File: src/verilog/dcache_settings.svh
`ifndef DCACHE_SETTINGS_SVH
`define DCACHE_SETTINGS_SVH

// physical address width
`define DC_ADDR_W 32

// cpu word and memory beat width
`define DC_DATA_W 64

// associativity
`define DC_WAYS 4

// sets, indexed by addr[9:6]
`define DC_SETS 16

// 64-bit words in one 64-byte line
`define DC_LINE_BEATS 8

// tag taken from addr[31:10]
`define DC_TAG_W 22

// everything from here up is uncached device space
`define DC_DEVICE_BASE 32'h9000_0000

`endif

File: src/verilog/dcache_pkg.sv
`default_nettype none

`include "dcache_settings.svh"

package dcache_pkg;

	// one bit per way, one-hot or all zero
	typedef logic [`DC_WAYS-1:0] way_mask_t;

	// controller states
	typedef enum logic [2:0] {
		IDLE,
		REFILL,
		DEV_READ,
		WR_ADDR,
		WR_DATA,
		WR_RESP,
		RESPOND
	} dc_state_e;

endpackage

`default_nettype wire

File: src/verilog/dcache_ctrl.sv
`timescale 1ns/1ns
`default_nettype none

`include "dcache_settings.svh"

module dcache_ctrl
	import dcache_pkg::*;
(
	input  wire                                clk,
	input  wire                                rst,
	// cpu side
	input  wire                                valid,
	input  wire [`DC_ADDR_W-1:0]               addr,
	input  wire                                wren,
	input  wire [`DC_DATA_W-1:0]               din,
	input  wire [`DC_DATA_W/8-1:0]             mask,
	output logic                               ready,
	output logic [`DC_DATA_W-1:0]              dout,
	// tag and data arrays
	input  way_mask_t                          hit,
	input  way_mask_t                          victim,
	input  wire [`DC_DATA_W-1:0]               line_word,
	output logic                               fill,
	output logic                               refill_we,
	output way_mask_t                          refill_way,
	output logic [$clog2(`DC_LINE_BEATS)-1:0]  refill_beat,
	output logic [`DC_DATA_W-1:0]              refill_data,
	output logic                               store_we,
	// read address and data channels
	output logic [`DC_ADDR_W-1:0]              araddr,
	output logic [7:0]                         arlen,
	output logic                               arvalid,
	input  wire                                arready,
	input  wire [`DC_DATA_W-1:0]               rdata,
	input  wire                                rlast,
	input  wire                                rvalid,
	// write address, data and response channels
	output logic [`DC_ADDR_W-1:0]              awaddr,
	output logic                               awvalid,
	input  wire                                awready,
	output logic [`DC_DATA_W-1:0]              wdata,
	output logic [`DC_DATA_W/8-1:0]            wstrb,
	output logic                               wvalid,
	input  wire                                wready,
	input  wire                                bvalid
);

	localparam int BEAT_W = $clog2(`DC_LINE_BEATS);
	localparam int OFF_W  = BEAT_W + $clog2(`DC_DATA_W / 8);

	dc_state_e state;
	dc_state_e state_nxt;

	logic                  cacheable;
	logic                  rd_start;
	logic                  ar_hs;
	logic                  r_beat;
	logic [BEAT_W-1:0]     beat_cnt;
	way_mask_t             fill_way;
	logic [`DC_DATA_W-1:0] dev_word;

	// below the device base everything is cached
	assign cacheable = addr < `DC_DEVICE_BASE;

	// read that has to go out to memory: a miss or any device read
	assign rd_start = (state == IDLE) && valid && !wren && (!cacheable || (hit == '0));

	assign ar_hs = arvalid && arready;
	// R beats only count once the address has been taken
	assign r_beat = rvalid && !arvalid;

	// next state
	always_comb begin
		state_nxt = state;
		case (state)
			IDLE: begin
				if (valid) begin
					if (wren) begin
						state_nxt = WR_ADDR;
					end else if (!cacheable) begin
						state_nxt = DEV_READ;
					end else if (hit != '0) begin
						state_nxt = RESPOND;
					end else begin
						state_nxt = REFILL;
					end
				end
			end
			REFILL: begin
				// back to IDLE so the lookup sees the new line
				if (r_beat && rlast) begin
					state_nxt = IDLE;
				end
			end
			DEV_READ: begin
				if (r_beat) begin
					state_nxt = RESPOND;
				end
			end
			WR_ADDR: begin
				if (awready) begin
					state_nxt = WR_DATA;
				end
			end
			WR_DATA: begin
				if (wready) begin
					state_nxt = WR_RESP;
				end
			end
			WR_RESP: begin
				if (bvalid) begin
					state_nxt = RESPOND;
				end
			end
			RESPOND: begin
				state_nxt = IDLE;
			end
			default: begin
				state_nxt = IDLE;
			end
		endcase
	end

	always_ff @(posedge clk) begin
		if (rst) begin
			state <= IDLE;
		end else begin
			state <= state_nxt;
		end
	end

	// arvalid rises the cycle after the request, held until taken
	always_ff @(posedge clk) begin
		if (rst) begin
			arvalid <= 1'b0;
		end else if (rd_start) begin
			arvalid <= 1'b1;
		end else if (ar_hs) begin
			arvalid <= 1'b0;
		end
	end

	// beat counter restarts with each burst
	always_ff @(posedge clk) begin
		if (rst) begin
			beat_cnt <= '0;
		end else if (ar_hs) begin
			beat_cnt <= '0;
		end else if (refill_we) begin
			beat_cnt <= beat_cnt + 1'b1;
		end
	end

	// victim is frozen at the AR handshake, counter only moves on fill
	always_ff @(posedge clk) begin
		if (ar_hs) begin
			fill_way <= victim;
		end
	end

	// single device beat kept for the response cycle
	always_ff @(posedge clk) begin
		if ((state == DEV_READ) && r_beat) begin
			dev_word <= rdata;
		end
	end

	// cpu response, addr is still held so it picks the source
	assign ready = (state == RESPOND);
	assign dout  = cacheable ? line_word : dev_word;

	// refill path into the arrays
	assign refill_we   = (state == REFILL) && r_beat;
	assign fill        = refill_we && rlast;
	assign refill_way  = fill_way;
	assign refill_beat = beat_cnt;
	assign refill_data = rdata;

	// write hit updates the line in the sampling cycle
	assign store_we = (state == IDLE) && valid && wren && (hit != '0);

	// line-aligned burst for the cache, one beat for devices
	assign araddr = cacheable ? {addr[`DC_ADDR_W-1:OFF_W], {OFF_W{1'b0}}} : addr;
	assign arlen  = cacheable ? 8'(`DC_LINE_BEATS - 1) : 8'd0;

	// write-through, single beat straight from the cpu port
	assign awaddr  = addr;
	assign awvalid = (state == WR_ADDR);
	assign wdata   = din;
	assign wstrb   = mask;
	assign wvalid  = (state == WR_DATA);

endmodule

`default_nettype wire

File: config.mk
export PLATFORM = sky130hd
export DESIGN_NAME = dcache_ctrl
export DESIGN_NICKNAME = d
export VERILOG_FILES = /design/src/verilog/dcache_pkg.sv /design/src/verilog/dcache_ctrl.sv
export VERILOG_INCLUDE_DIRS = /design/src /design/src/verilog
export SDC_FILE = /design/constraint.sdc
export NUM_CORES = 1
export LEC_CHECK = 0
export BUFFER_PORTS_ARGS = -buffer_cell sky130_fd_sc_hd__buf_2
export CELL_PAD_IN_SITES_DETAIL_PLACEMENT = 1
export CELL_PAD_IN_SITES_GLOBAL_PLACEMENT = 1
export CORE_AREA = 5 5 207 209
export CTS_CLUSTER_DIAMETER = 120
export DETAILED_ROUTE_END_ITERATION = 6
export DIE_AREA = 0 0 212 214
export PLACE_DENSITY_LB_ADDON = 0.1
export SLEW_MARGIN = 10
export SYNTH_ARGS = -nofsm -noshare
export SYNTH_HDL_FRONTEND = slang
export SYNTH_SLANG_ARGS = --single-unit
File: constraint.sdc
create_clock -name clk -period 7 [get_ports clk]
set_input_delay 1.4 -clock clk [delete_from_list [all_inputs] [get_ports clk]]
set_output_delay 1.4 -clock clk [all_outputs]
set_load 0.05 [all_outputs]
==> After elaboration in Yosys (flattened, before gate mapping) <==
Index checks and enable logic that the tools add are counted.
{ "totals": {"register_bits": 75, "output_inout_bits": 286} }
{ "classes": {"add_sub_neg": 1, "magnitude_cmp": 1, "n_eq_ne": 12, "mux": 15, "n_reduce_logical": 21} }
{ "ops": {"columns": ["cell", "count"], "rows": [
  ["two-way mux 64 bit", 1],
  ["less-than comparator 32 bit (second input constant)", 1],
  ["two-way mux 3 bit", 10],
  ["case mux 3 bit (6 select lines)", 1],
  ["logical AND 1 bit", 11],
  ["== test 3 bit (second input constant)", 3],
  ["!= test 2 bit (second input constant)", 4],
  ["== test 3 x 2 -> 1 bit (second input constant)", 2],
  ["two-way mux 6 bit", 1],
  ["AND reduction 6 bit", 1],
  ["zero test 4 bit", 1],
  ["!= test 2 x 1 -> 1 bit (second input constant)", 2],
  ["nonzero test 4 bit", 1],
  ["adder 3 x 1 -> 3 bit (second input constant)", 1],
  ["== test 3 x 1 -> 1 bit (second input constant)", 1],
  ["zero test 1 bit", 3],
  ["zero test 3 bit", 1],
  ["two-way mux 1 bit", 2],
  ["nonzero test 2 bit", 1],
  ["OR reduction 2 bit", 1],
  ["logical OR 1 bit", 1]
]} }

==> Logic depth before layout (Yosys ltp) <==
{ "depth": {"depth_word": 6, "mapped_depth": 7, "depth_no_buf": 5} }

==> Worst setup path before layout <==
OpenSTA, ideal clock, no wires.
{ "synth_timing": {"path_kind": "input to register", "start": "in rvalid", "end": "reg dev_word[0] (enable)", "arrival_time_ns": 6.172, "slack_ns": 0.263, "cell_stages": 2, "path_cell_list": "or2b_2 nor3_1"} }
{ "synth_between": {"elab_chain_cells": 2} }
{ "synth_rtl": {"columns": ["element", "line_no", "rtl"], "rows": [
  ["from (decl)", "dcache_ctrl.sv:36", "input wire rvalid,"],
  ["logical AND 1 bit", "dcache_ctrl.sv:70", "assign r_beat = rvalid && !arvalid;"],
  ["logical AND 1 bit", "dcache_ctrl.sv:163", "if ((state == DEV_READ) && r_beat) begin"],
  ["to (signal assigned)", "dcache_ctrl.sv:164", "dev_word <= rdata;"],
  ["to (decl)", "dcache_ctrl.sv:60", "logic [`DC_DATA_W-1:0] dev_word;"]
]} }
Every way passes these cells.
A chain may end at the register's enable or synchronous reset.

==> Worst setup path in the final report <==
{ "layout_timing": {"start": "in addr[30]", "end": "out dout[37]"} }
{ "layout_between": {"elab_chain_cells": 2} }
{ "layout_rtl": {"columns": ["element", "line_no", "rtl"], "rows": [
  ["from (decl)", "dcache_ctrl.sv:13", "input wire [`DC_ADDR_W-1:0] addr,"],
  ["less-than comparator 32 bit (no source line)", null, null],
  ["two-way mux 64 bit", "dcache_ctrl.sv:170", "assign dout = cacheable ? line_word : dev_word;"],
  ["to (decl)", "dcache_ctrl.sv:18", "output logic [`DC_DATA_W-1:0] dout,"]
]} }
Every way passes these cells.

==> results_dict.tcl <==
set metrics [dict create \
    status "finished, final reports clean" \
    clockRootBuffer "clkbuf_16" \
    yosys-top-cells-area "edfxtp_1 41%, buf_4 31%, nand2_1 15%, dfxtp_1 2.8%, and2_1 1.0%" \
    io_buffers 320 \
    cts_buffers 9 \
    endpoint_kind "output pin" \
    cts_buffer_depth 2 \
    drive_gt1_share_pct 52.3 \
    tightest_slew_ns 0.768 \
    drcViolationCount 0 \
    setup_violations 0 \
    synthDistinctLibCells 40 \
    rrSetupSlack_ns 5.03 \
    fmax_ghz 0.213 \
    yosysTopAreaCellShare_pct 41.1 \
    r2r_end "dev_word[60]" \
    rsz0062_at_grt "false" \
    worst_slack_ns 2.31 \
    synthArstFlopShare_pct 0 \
    cts-resized-gates 0 \
    start_util_pct 12.2 \
    area_delta_synth_final_pct 20.3 \
    synth_warnings 0 \
    fin_crit_ns 4.69 \
    dr.pass1.iters 4 \
    cp_max_fo 32 \
    critical_path_class "in2out" \
    grt_usage_pct 9.71 \
    synth_seq_cells 75 \
    hold_viol 0 \
    synthTopCellsByCount "205 x buf_4, 195 x nand2_1, 68 x edfxtp_1" \
    synth_edf_count 68 \
    netlist_area_mm2 0.00497 \
    finalMaxSlewViolations 0 \
    dp_hpwl_um 19100 \
    grt_pass1_vias 4227 \
    gp_congestion 0.673 \
    netlist.top_cell.by_area "edfxtp_1" \
    skew_ns 0.00481 \
    p_leak_nw 2.88 \
    period_share_pct 67.1 \
    cts_setup_buffers 0 \
    min_from "refill_beat[2]" \
    r2r_cells 3 \
    grt_first_pass_wirelength_um 31400 \
    fp.dieH_um 214 \
    fillers 4902 \
    seq_area_frac_synth_pct 43.9 \
    relSlewSlack_pct 48.8 \
    cts_tree "done" \
    ant_nets 0 \
    worstPathArrival_ns 3.29 \
    holdBufCountCts 0 \
    clk_latency_ns 0.35 \
    antenna_found_initial 2 \
    ioPinCount 536 \
    drt-initial-drc-count 145 \
    core_region_area_mm2 0.0406 \
    synth_cells 547 \
    grt.overflow.total 0 \
    wl_per_cell_um 19.0 \
    cap_violations 0 \
    cp-start-kind "input port" \
    hold_depth 2 \
    grt_max_degree 52 \
    clkSlewWorstSetupHoldPaths_ns 0.06 \
    critPathRequiredTime_ns 5.60 \
    p_per_area_mw_per_mm2 292 \
    hp-class "reg2reg" \
    synthFlopType "edfxtp_1" \
    ir_drop_uv 92.8 \
    synth_most_common_cell "buf_4" \
    nets 919 \
    rows 74 \
    die_area_mm2 0.0454 \
    routed_wirelength_um 22900 \
    vias_per_cell 3.19 \
    cts.htree.levels 3 \
    die_w_um 212 \
    syn_area_per_cell_um2 9.09 \
    clkSinkCount 75 \
    regToRegStartpoint "arvalid" \
    dpl_worst_slack_ns 2.23 \
    setup_tns_ns 0 \
    vias 3845 \
    holdPathEnd "refill_beat[2]" \
]
[cell families (layout without fill, tap and decap cells)]
logic type / after synthesis / after routing / share of synthesized area (%)
simple gates: 231 / 231 / 19.8
buf+inv: 223 / 345 / 33.2
flops: 75 / 75 / 43.9
compound gates: 11 / 11 / 1.84
mux: 3 / 3 / 0.604
xor+xnor: 2 / 2 / 0.352
fa+ha+maj: 1 / 1 / 0.252
other cells: 1 / 6 / 0.0754
[through the flow]
step	area, um^2	instances	total power [W]	util, %	hold WS (ns)
final	5980	1206	0.00175	14.7	0.518
after global routing	5980	1205	0.00186	14.7	0.574
after CTS	5980	1205	0.00181	14.7	0.524
after detailed placement	5660	1189	0.00125	13.9	0.508
after global placement	5660	1189	0.00126	13.9	0.505
after floorplan	4990	551	0.00128	-	0.658
[where the power goes]
group / total (W) / internal, W / leakage [nW] / switching (W)
clock network: 0.000525 / 0.000313 / 0.151 / 0.000211
logic: 0.000609 / 0.000141 / 2.05 / 0.000469
registers: 0.000615 / 0.000570 / 0.677 / 0.0000446
total: 0.00175 / 0.00102 / 2.88 / 0.000725
[layout by cell type (no fill, tap or decap), drive strengths merged, types with 3 or more instances in the layout]
master,netlist,layout
buf,210,325
nand2,195,195
edfxtp,68,68
clkbuf,9,10
and2,8,8
dfxtp,7,7
nor2,6,6
nor3,6,6
conb,1,5
inv,4,5
a21oi,4,4
nand2b,3,3
mux2i,3,3
and3,3,3
[layer usage]
layer  GRT usage (%)  up-vias  wire length, um
met4            3.76        2              678
met1            9.54     1731             8010
met5           0.323        -               13
li1                -     1780                -
met2            16.8      281            11300
met3            5.50       51             2860
[final cells by class]
type / count / area, um^2 / share of cell area (%)
Clock inverter: 6 / 88.8 / 1.49
Tap cell: 532 / 666 / 11.1
Multi-Input combinational cell: 253 / 1160 / 19.4
Antenna cell: 1 / 2.50 / 0.0418
Clock buffer: 10 / 229 / 3.83
Inverter: 4 / 15.0 / 0.251
Sequential cell: 75 / 2180 / 36.5
Timing Repair Buffer: 325 / 1640 / 27.4
[how the worst max path moves through the flow]
stage	endpoint	startpoint
2_1_floorplan	dev_word[0]	rvalid
3_3_place_gp	dout[33]	addr[30]
3_5_place_dp	dout[37]	addr[30]
4_1_cts	dout[37]	addr[30]
5_1_grt	dout[37]	addr[30]
6_report	dout[37]	addr[30]
[registers in the layout, indices dropped and copies added, names as in the netlist]
signal	cells
refill_beat	3
arvalid	1
dev_word	64
state	3
refill_way	4
[critical path: stages]
cell	delay [ns]
buf_2	0.11
o31a_4	0.53
inv_2	0.33
buf_4	0.42
nand2_1	0.12
nand2_1	0.09
buf_2	0.27
No activity file was read; power rests on OpenSTA's default activity.
