### config.mk
export PLATFORM = sky130hd
export DESIGN_NAME = dcache_tags
export DESIGN_NICKNAME = d
export VERILOG_FILES = /design/src/verilog/dcache_pkg.sv /design/src/verilog/dcache_tags.sv
export VERILOG_INCLUDE_DIRS = /design/src /design/src/verilog
export SDC_FILE = /design/constraint.sdc
export NUM_CORES = 1
export LEC_CHECK = 0
export ABC_CLOCK_PERIOD_IN_PS = 5500
export BUFFER_PORTS_ARGS = -buffer_cell sky130_fd_sc_hd__buf_4
export CAP_MARGIN = 0
export CORE_UTILIZATION = 38
export DETAILED_ROUTE_END_ITERATION = 8
export SYNTH_ARGS = -nofsm -noshare
export SYNTH_HDL_FRONTEND = slang
export SYNTH_SLANG_ARGS = --single-unit
### constraint.sdc
create_clock -name clk -period 5.5 [get_ports clk]
set_input_delay 1.1 -clock clk [delete_from_list [all_inputs] [get_ports clk]]
set_output_delay 1.1 -clock clk [all_outputs]
set_load 0.05 [all_outputs]
### src/verilog/dcache_settings.svh
`ifndef DCACHE_SETTINGS_SVH
`define DCACHE_SETTINGS_SVH

// physical address width
`define DC_ADDR_W 32

// cpu word and memory beat width
`define DC_DATA_W 64

// associativity
`define DC_WAYS 4

// sets, indexed by addr[9:6]
`define DC_SETS 16

// 64-bit words in one 64-byte line
`define DC_LINE_BEATS 8

// tag taken from addr[31:10]
`define DC_TAG_W 22

// everything from here up is uncached device space
`define DC_DEVICE_BASE 32'h9000_0000

`endif

### src/verilog/dcache_pkg.sv
`default_nettype none

`include "dcache_settings.svh"

package dcache_pkg;

	// one bit per way, one-hot or all zero
	typedef logic [`DC_WAYS-1:0] way_mask_t;

	// controller states
	typedef enum logic [2:0] {
		IDLE,
		REFILL,
		DEV_READ,
		WR_ADDR,
		WR_DATA,
		WR_RESP,
		RESPOND
	} dc_state_e;

endpackage

`default_nettype wire

### src/verilog/dcache_tags.sv
`timescale 1ns/1ns
`default_nettype none

`include "dcache_settings.svh"

module dcache_tags
	import dcache_pkg::*;
(
	input  wire                   clk,
	input  wire                   rst,
	input  wire [`DC_ADDR_W-1:0]  addr,
	input  wire                   fill,
	output way_mask_t             hit,
	output way_mask_t             victim
);

	// byte offset inside a line, then set index above it
	localparam int OFF_W = $clog2(`DC_LINE_BEATS) + $clog2(`DC_DATA_W / 8);
	localparam int IDX_W = $clog2(`DC_SETS);

	// tag storage, one entry per way and set
	logic [`DC_TAG_W-1:0] tag_mem [`DC_WAYS][`DC_SETS];

	// valid bits, packed so reset can clear them in one go
	logic [`DC_WAYS-1:0][`DC_SETS-1:0] vld;

	// one-hot replacement pointer
	way_mask_t victim_q;

	logic [IDX_W-1:0]     index;
	logic [`DC_TAG_W-1:0] tag;

	assign index = addr[OFF_W +: IDX_W];
	assign tag   = addr[`DC_ADDR_W-1 -: `DC_TAG_W];

	// all four ways compared in parallel
	always_comb begin
		for (int w = 0; w < `DC_WAYS; w++) begin
			hit[w] = vld[w][index] && (tag_mem[w][index] == tag);
		end
	end

	assign victim = victim_q;

	// valid bits and victim pointer
	always_ff @(posedge clk) begin
		if (rst) begin
			vld      <= '0;
			// way 0 is the first to be filled
			victim_q <= way_mask_t'(1);
		end else if (fill) begin
			for (int w = 0; w < `DC_WAYS; w++) begin
				if (victim_q[w]) begin
					vld[w][index] <= 1'b1;
				end
			end
			// rotate left by one way per completed refill
			victim_q <= {victim_q[`DC_WAYS-2:0], victim_q[`DC_WAYS-1]};
		end
	end

	// tag write into the victim way of the indexed set
	always_ff @(posedge clk) begin
		if (fill) begin
			for (int w = 0; w < `DC_WAYS; w++) begin
				if (victim_q[w]) begin
					tag_mem[w][index] <= tag;
				end
			end
		end
	end

endmodule

`default_nettype wire

Word level (Yosys, flattened, before mapping)
Memory sizes are Yosys's and may differ from the RTL's. Index checks and enable logic that the tools add are counted.

$lt $le $gt $ge: 4. Equality and inequality tests: 4. Mux-type cells: 36. Bitwise gates (word level): 5. Reduce and logical (&&, ||, !) cells: 10.

Operators by type and width (number): $mux 352 (4); $bmux 22 s4 (4); $mux 22 (9); $demux 22 s4 (1); $eq 22x22->1 (4); $or 16x16->16 (4); $bmux 1 s4 (4); $mux 1 (13); $reduce_and 2->1 (4); $logic_and 1x1->1 (6); $ge 5x5->1 const B (1); $lt 4x5->1 const B (1); $lt 5x1->1 const B (1); $not 4->5 (1); $demux 1 s4 (1); $ge 4x1->1 const B (1).

Flip-flop bits (word level): 68. Memory bits (writable): 1408. Input bits: 35. Output and inout bits: 8. Memories: 1.

Memory list: tag_mem (words 4, width 352, read ports 4, clocked after Yosys merged registers in 0, write ports 4, line dcache_tags.sv:22) `` logic [`DC_TAG_W-1:0] tag_mem [`DC_WAYS][`DC_SETS]; ``.

Depth between registers and ports, before layout
Gate-level depths: netlist (run 1).

Depth in word-level cells: 6. Mapped depth: 13. Gate-level depth less buffers: 7.

Worst setup path after synthesis (run 1)
No wires, ideal clock.

Kind: input port to output port. Start point: input port addr[6]. End point: output port hit[2]. Arrival time: 4570 ps. Data required time: 4400 ps. Path slack: -170 ps. Cell stages on the path: 9. Path through: buf_6 buf_6 buf_2 mux4_2 mux4_2 xnor2_1 nor4_1 nand3_1 nor4_1.

Word-level cells in the longest chain between the ends: 6. Elaborated cells on any way between the ends: 8. Those cells by class: eq/ne (1); mux (5); bitwise (1); reduce/logical (1).

Ends and longest elaborated chain: start: declaration (line dcache_tags.sv:11) `` input wire [`DC_ADDR_W-1:0] addr, ``; $not 4->5 (not written as such) (line dcache_tags.sv:39) `hit[w] = vld[w][index] && (tag_mem[w][index] == tag);`; $bmux 22 s4 (line dcache_tags.sv:39); $mux 22 (not written as such) (2 in series) (line dcache_tags.sv:39); $eq 22x22->1 (line dcache_tags.sv:39); $logic_and 1x1->1 (*) (line dcache_tags.sv:39); end: declaration (line dcache_tags.sv:13) `output way_mask_t hit,`.

Mark *: on every way between the ends. The rest lies on a longest branch, timed or not. The select of a mux whose other input is x is not followed.

Worst setup path in the final report (run 1)
Start point: input port addr[7]. End point: output port hit[2].

Same word-level chain as after synthesis.

==> results, run 1 <==
- The number of global-route vias before repair is 29500.
- After routing the design area is 0.0671 mm2.
- Across the whole layout, storage elements account for 0.0436 mm2.
- The area of the core is 0.151 mm2.
- The hold violation total from the final report is 0.
- After detailed routing, the total wire length is roughly 150 mm.
- The total clock buffers created by CTS is roughly 150.
- The global router's overall resource usage is 0.196.
- Data arrives at the worst endpoint at 4.19 ns.
- Of the available clock period, the critical path in the final layout requires 0.962.
- Summing all multi-input logic gate instances after layout gives 0.0136 mm2.
- Yosys mapped a number of flops with a built-in enable equal to 1408.
- The die footprint is around 0.15 mm2.
- The die is 393 um wide.
- The number of nets produced by synthesis is roughly 2900.
- Counting every instance in the synthesized netlist gives 2817.
- For met3 alone, demand over resource in global routing was 0.0337.
- The library cell occupying the most area in the post-synthesis netlist is edfxtp_1.
- Of the total power, the share spent switching nets is 0.214.
- The max-slew violation count is 0.
- At the pin with the least slew margin, the transition time is ~0.95 ns.
- The signed area change from the synthesized netlist to the final layout is 15.8%.
- The net switching power is 5070 uW.
- The count of nets after finishing is approximately 3100.
- The flow ran to the end, and the final reports show no timing, DRC or antenna violations.
- The number of buffers between clock root and the deepest sink is 3.
- The remaining antenna violation count is 0.
- By startpoint and endpoint, the worst setup path is classified as input pin to primary output.
- For this run, global-route usage on met1 was measured as 0.279.
- The H-tree level count is 4.
- After clock tree synthesis, the repair step resized 0 gates.
- The maximum number of pins on one net before global-route repair is 77.
- The later-pin clock latency in the skew report is 0.78 ns.
- Timing would allow up to 0.189 GHz.
- The number of fill cells is 12900.
- For the worst flop-to-flop path, the logic depth is 3.
- The clock-pin slew on the worst setup and hold paths is 0.06 ns.
- Dividing the detail-routed via count by the number of cells gives 5.56.
- The logic gate share of total power is 0.058.
- Of all nets on the critical path, the largest fanout is 29.
- The final cell count without fillers is 5221.
- The number of max-cap violations is 0.
- For this run, design rule violations remaining after detail routing come to 0.
- STA classifies the critical path startpoint as an input pin.
- The final weighted congestion of routability-driven global placement is slightly above 0.8.
- Buffers added to address setup during post-CTS repair amount to 0.
- For the worst setup path, the data required time is around 4.4 ns.
- The CTS tree is done.
- The first TritonRoute pass finished after 8 iterations.
- The height of the chip is 393 um.
- The number of unique standard cell types used by synthesis is 69.
- The remaining global-route overflow is 0.
- The worst-case IR drop observed on VDD is 0.337 mV.
- Once detailed placement completed, the half-perimeter wirelength came to 89.3 mm.
- The power per standard cell area is approximately 350 mW/mm2.
- By area the synthesized netlist is led by edfxtp_1, mux4_2, dfxtp_1.
- For this run, the number of Yosys warnings is 0.
- The number of antenna violations at the first check in global routing was 8.
- The clock arrives with ~0.023 ns of skew.
- In this run the cell area measured after placement is 0.0623 mm2.
- The first global-routing pass estimated 214 mm of wire.
- The shortest period the worst path allows is 5.29 ns.
- Setup violations remaining at the end of the flow were counted as 0.
- In this run the static leakage power is around 0.021 uW.
- The effective utilization at floorplan is 0.385.
- met2 is the most crowded layer.
- STA classifies the critical path endpoint as a primary output.
- Setup repair after global routing left no endpoint under its margin.
- After synthesis the netlist holds a flip-flop and latch count of 1476.
- For this run, global-route usage on met2 was measured as 0.310.
- The clock sink total is 1476.
- The buffer type at the clock tree root is clkbuf_16.
- The post-route setup TNS is 0 ns.
- The sequential area share after synthesis is 0.753.
- The count of input and output buffers is 36.
- Once placement completed, the tool counted placed cells totaling 4946.
- For this run, asynchronously set or reset flops after synthesis account for 0.
- The cell area that synthesis handed to floorplanning was roughly 0.058 mm2.
- In the synthesized netlist the dominant register cell turns out to be edfxtp_1.
- The via count is 29000.
- Cell internal power was estimated by the tool at 18700 uW.
- The sequential cell fraction of total power is 0.520.
- The share of synthesized area in the top cell type comes to 0.729.
- Dividing the synthesized area by the synthesized cell count gives 20.6 um2.
- After the first detailed-routing iteration, the DRC count stood at 3151.
- The worst hold path passes through 2 cells.
- The path type of the worst min-delay path is register to register.
- The clock share of power is 0.422.
- The fraction of final layout cells sized beyond drive strength 1 is 0.298.
- The number of buffers inserted by hold repair at cts is 0.
- After detailed routing, the average wire length per cell comes to ~29 um.
- In this run the tightest slew margin relative to its limit is 0.364.
- The I/O pin count is between 40 and 50.
- After floorplanning, the core was divided into 142 placement rows.
-- metrics by stage --
step	hold WS, ns	util	total power, uW	setup slack, ns
5_1_grt	0.490	0.445	24400	0.00675
2_1_floorplan	0.435	-	13300	0.391
3_5_place_dp	0.456	0.413	14000	0.112
4_1_cts	0.470	0.445	23900	0.106
3_3_place_gp	0.445	0.413	14000	0.114
6_report	0.468	0.445	23700	0.207
-- layout make-up --
type,count,area share
multi-input cells,1155,0.203
repair buffers,278,0.0365
clock buffers,208,0.0624
clock inverters,64,0.00932
well taps,2016,0.0376
inverters,21,0.00121
flip-flops and latches,1476,0.650
diodes,3,0.000112
-- state kept, by name (all words and copies together) (netlist names) --
| signal | flops |
|---|---|
| tag_mem | 1408 |
| victim | 4 |
| vld | 64 |
-- cell usage in the layout (no fill, tap or decap), types with 20 or more instances in the layout --
| master | instances |
|---|---|
| mux2_2 | 27 |
| a22oi_1 | 31 |
| a21oi_1 | 28 |
| mux2i_1 | 135 |
| clkinv_2 | 22 |
| nor2_1 | 155 |
| xnor2_1 | 53 |
| nand2_1 | 60 |
| buf_4 | 248 |
| xor2_1 | 20 |
| nor3_2 | 32 |
| dfxtp_1 | 68 |
| mux4_2 | 347 |
| clkbuf_16 | 157 |
| o21ai_0 | 37 |
| clkbuf_1 | 44 |
| buf_12 | 27 |
| o22ai_1 | 21 |
| clkinv_1 | 20 |
| edfxtp_1 | 1408 |
| nor2_2 | 30 |
-- critical path: stages --
cell      delay (ns)
buf_8           0.26
buf_12          0.26
buf_12          0.26
mux4_2          0.54
a211oi_1        0.55
a31oi_1         0.17
xnor2_1         0.18
nand4_1         0.13
nor4_2          0.29
buf_4           0.17
buf_4           0.19
-- synthesized netlist by cell type, types with 4 or more instances --
| cell type | n |
|---|---|
| a221oi_2 | 7 |
| nand2b_1 | 4 |
| a211oi_1 | 5 |
| nor2_1 | 184 |
| clkbuf_1 | 57 |
| mux2i_1 | 135 |
| o21ba_2 | 6 |
| buf_2 | 52 |
| mux4_2 | 347 |
| inv_1 | 19 |
| and2_1 | 7 |
| o21ai_0 | 37 |
| o2111ai_1 | 4 |
| o221ai_1 | 6 |
| a31oi_1 | 6 |
| nor2b_1 | 6 |
| xor2_1 | 20 |
| buf_4 | 21 |
| nand2_1 | 60 |
| a21oi_1 | 28 |
| nor4_1 | 13 |
| a22o_1 | 16 |
| xnor2_1 | 53 |
| nor3_1 | 39 |
| buf_1 | 14 |
| a221oi_1 | 19 |
| o211ai_1 | 5 |
| mux2_2 | 27 |
| o31ai_1 | 4 |
| dfxtp_1 | 68 |
| buf_6 | 18 |
| a22oi_1 | 31 |
| a2111oi_0 | 4 |
| edfxtp_1 | 1408 |
| o22ai_1 | 21 |
| nand3_1 | 8 |
| nand4_1 | 10 |
-- cell families (layout without fill, tap and decap cells) --
group	after synthesis	after routing	synth area share
flops	1476	1476	0.753
other cells	0	3	0
mux	509	509	0.163
compound gates	230	230	0.0295
xor+xnor	73	73	0.0110
simple gates	343	343	0.0258
buf+inv	186	571	0.0174
-- power by group through the flow --
| stage | Clock, uW | Sequential [uW] | Combinational [uW] |
|---|---|---|---|
| detailed placement | 0 | 12600 | 1370 |
| global placement | 0 | 12600 | 1370 |
| global route | 10600 | 12400 | 1450 |
| CTS | 10200 | 12400 | 1380 |
| finish | 10000 | 12400 | 1370 |
| floorplan | 0 | 12600 | 742 |
-- layer usage --
layer,wire length (um),vias to the layer above
met2,70800,1002
met1,65400,15600
li1,-,12200
met5,27,-
met4,3130,4
met3,9870,209
-- path summary, 6_finish.rpt --
kind                   from  slack (ns)              to
setup / recovery    addr[7]        0.21          hit[2]
hold / removal       vld[9]        0.47          vld[9]
setup reg to reg  victim[1]        2.78  tag_mem[1][20]
hold reg to reg      vld[9]        0.47          vld[9]
(Power assumes the default switching activity.)
==> inputs of run 2 (changes only) <==
Settings changed: ABC_CLOCK_PERIOD_IN_PS 5500 to 5900, GPL_ROUTABILITY_DRIVEN set to 0.
Clock period 5.5 ns to 5.9 ns, I/O delays scaled along.
==> run 2 against run 1 <==
Against the previous run: setup slack worse by 0.033 ns; register-to-register slack better by 0.75 ns; combinational power fell by 7%; highest routed layer unchanged.
==> results, run 2 (synthesized netlist as in run 1, its figures left out) <==
- The critical path goes through buf_8, buf_12, buf_4, mux4_2, a22o_1, a221oi_2, xnor2_1, nor4_1, nand3_1, nor4_2, buf_4, buf_4.
- The later-pin clock latency in the skew report was 0.78 ns (about the same).
- The maximum fanout along the worst path is 32 (+10%).
- Leaving out fill and tap cells, the most frequent cell in the layout is edfxtp_1.
- The clock share of power is 0.422 (about the same).
- The required time at the worst-slack endpoint is 4.72 ns (+0.32 ns).
- The maximum cell stage delay along the critical path is 0.37 ns (-0.18 ns).
- The average routed wire per standard cell came to 28.8 um (+0.89%).
- The number of flip-flops in the largest register is 1408 (unchanged).
- The number of buffers between clock root and the deepest sink is 3 (unchanged).
- The fraction of power spent switching nets is 0.214 (+0.000794).
- The number of buffers inserted by hold repair at cts is 0 (unchanged).
- The total clock buffers created by CTS was 151 (-0.66%).
- The per-cell via count in the routed design came to 5.59 (+0.61%).
- The net switching power is 4740 uW (-6.5%).
- The number of endpoints failing setup at the final stage is 0 (unchanged).
- The clock-pin slew on the worst setup and hold paths is 0.06 ns (about the same).
- The cell area after layout is 0.0670 mm2 (-0.23%).
- The remaining global-route overflow is 0 (unchanged).
- The via count came to 29100 (+0.24%).
- The hold violation total from the final report is 0 (unchanged).
- The number of global-route vias before repair came to 29900 (+1.6%).
- The number of max-cap violations came to 0 (unchanged).
- The final hold slack was 0.467 ns (-0.000531 ns).
- The instance area after placement was 0.0621 mm2 (-0.24%).
- The area of the core is 0.151 mm2 (unchanged).
- The max-slew violation count is 0 (unchanged).
- The count of nets after finishing is 3101 (-0.58%).
- The half-perimeter wire length after placement is 87.8 mm (-1.7%).
- The remaining antenna violation count was 0 (unchanged).
- The fraction of final layout cells sized beyond drive strength 1 is 0.293 (-0.00510).
- The initial detailed-routing violation count was 3021 (-4.1%).
- The arrival time at the worst endpoint was 4.55 ns (+0.36 ns).
- The most common cell type on the critical path is buf_4.
- The worst voltage drop across the vdd grid is 0.309 mV (-8.4%).
- The maximum number of pins on one net before global-route repair is 75 (-2.6%).
- The number of rows in the core area is 142 (unchanged).
- The effective utilization at floorplan is 0.385 (unchanged).
- The internal power of the cells is 17400 uW (-7.0%).
- The slowest cell on the critical path is buf_4.
- Leaving out fill and tap cells, the most frequent cells in the layout are edfxtp_1, mux4_2, buf_4, clkbuf_16, nor2_1.
- Clock tree synthesis selected as its root buffer the cell clkbuf_16.
- The count of input and output buffers is 36 (unchanged).
- The count of buffering cells on the critical path with inverters included is 5 (unchanged).
- The start-to-end type of the worst setup path is input pin to primary output.
- The power per standard cell area is 330 mW/mm2 (-6.7%).
- The fmax is between 0.15 and 0.2 GHz.
- The worst-case clock skew is 0.0213 ns (-0.00122 ns).
- The H-tree level count came to 4 (unchanged).
- The die footprint was 0.154 mm2 (unchanged).
- The horizontal die dimension is 393 um (unchanged).
- The number of gates resized after CTS is 1 (+1).
- The height of the chip came to 393 um (unchanged).
- The actual transition at the worst max-transition pin is 1.16 ns (+0.207 ns).
- Counting flops per register, the top entry is tag_mem.
- The static leakage power was 0.0214 uW (-0.35%).
- Setup repair after global routing left no endpoint under its margin.
- The number of inserted diodes is 0 (-3).
- Of the available clock period, the critical path in the final layout requires 0.970.
- The total DRC errors in the routed layout is 0 (unchanged).
- The first-pass GRT wire length is 215 mm (+0.48%).
- The flow ran to the end, and the final reports show no timing, DRC or antenna violations.
- The number of antenna violations at the first check in global routing was 5 (-3).
- The number of buffers inserted to repair setup after CTS is 0 (unchanged).
- The clock sink total came to 1476 (unchanged).
- TritonCTS built the clock tree.
- The path type of the worst min-delay path is register to register.
- The total detailed-routing wirelength was 150 mm (+0.53%).
- The sequential cell fraction of total power is 0.521 (about the same).
- The global router's overall resource usage was 0.197 (+0.000874).
- The headroom to the max-slew limit is 0.225 (-0.139).
- The element type at the critical path start is an input pin.
- On the critical path the largest part of the delay comes from buffers and inverters.
- The clock period could shrink to between 5 and 6 ns.
- Compared with the post-synthesis result, the final layout area differs by 15.5%.
- The total iterations of the first detailed-routing run came to 7 (-1).
- The logic gate share of total power came to 0.057 (about the same).
- The category of the worst setup path capture point is a primary output.
- The I/O pin count is 43 (unchanged).
==> run 2: cell types whose count changed in the layout (fill, tap and decap cells not counted) <==
cell,before,now
buf_4,248,232
diode_2,3,0
clkinv_8,3,2
clkinv_4,0,1
inv_16,1,2
nor4_1,7,8
inv_6,6,4
inv_4,1,0
clkbuf_1,44,29
buf_8,3,2
clkinvlp_4,3,1
nor4_2,9,8
clkinv_1,20,39
clkinv_2,22,23
==> run 2: layer usage <==
layer | vias to the layer above | part of all wire | GRT usage
met3 | 198 | 0.073 | 0.0349
met5 | - | 0.00015 | 0
met1 | 15600 | 0.42 | 0.273
li1 | 12100 | - | -
met4 | 4 | 0.022 | 0.0537
met2 | 1109 | 0.48 | 0.319
==> run 2: worst min-delay path: cells and delay by family, from the launching register on <==
kind / cells / cell delay, ns
flip-flops: 1 / 0.32
AND/OR/NAND/NOR: 2 / 0.12
==> run 2: cell type report <==
class | instances | area [um2]
multi-input cells | 1155 | 13600
clock inverters | 80 | 677
flip-flops and latches | 1476 | 43600
inverters | 21 | 80.1
well taps | 2016 | 2520
clock buffers | 193 | 4130
fillers | 12900 | 83700
repair buffers | 261 | 2310
==> run 2: final timing paths <==
check / from / end / slack, ns / cells past startpoint
max: addr[7] / hit[2] / 0.17 / 12
min: vld[1] / vld[1] / 0.47 / 2
max reg2reg: victim[1] / tag_mem[1][36] / 3.53 / 4
min reg2reg: vld[1] / vld[1] / 0.47 / 2
==> run 2: power by group through the flow <==
stage,clock [uW],sequential [uW],combinational (uW)
global route,9870,11500,1340
floorplan,0,11700,692
global placement,0,11700,1260
CTS,9490,11500,1280
finish,9330,11500,1270
detailed placement,0,11700,1270
==> run 2: metrics by stage <==
stage | TNS (ns) | total power (uW) | utilization | setup WS [ns] | instances
2_1_floorplan | 0 | 12400 | - | 0.0699 | 2817
3_3_place_gp | -0.0568 | 13000 | 0.412 | -0.0568 | 4929
3_5_place_dp | -0.0148 | 13000 | 0.412 | -0.0148 | 4929
4_1_cts | 0 | 22300 | 0.444 | 0.100 | 5202
5_1_grt | 0 | 22700 | 0.444 | 0.0496 | 5202
6_report | 0 | 22100 | 0.444 | 0.174 | 5202
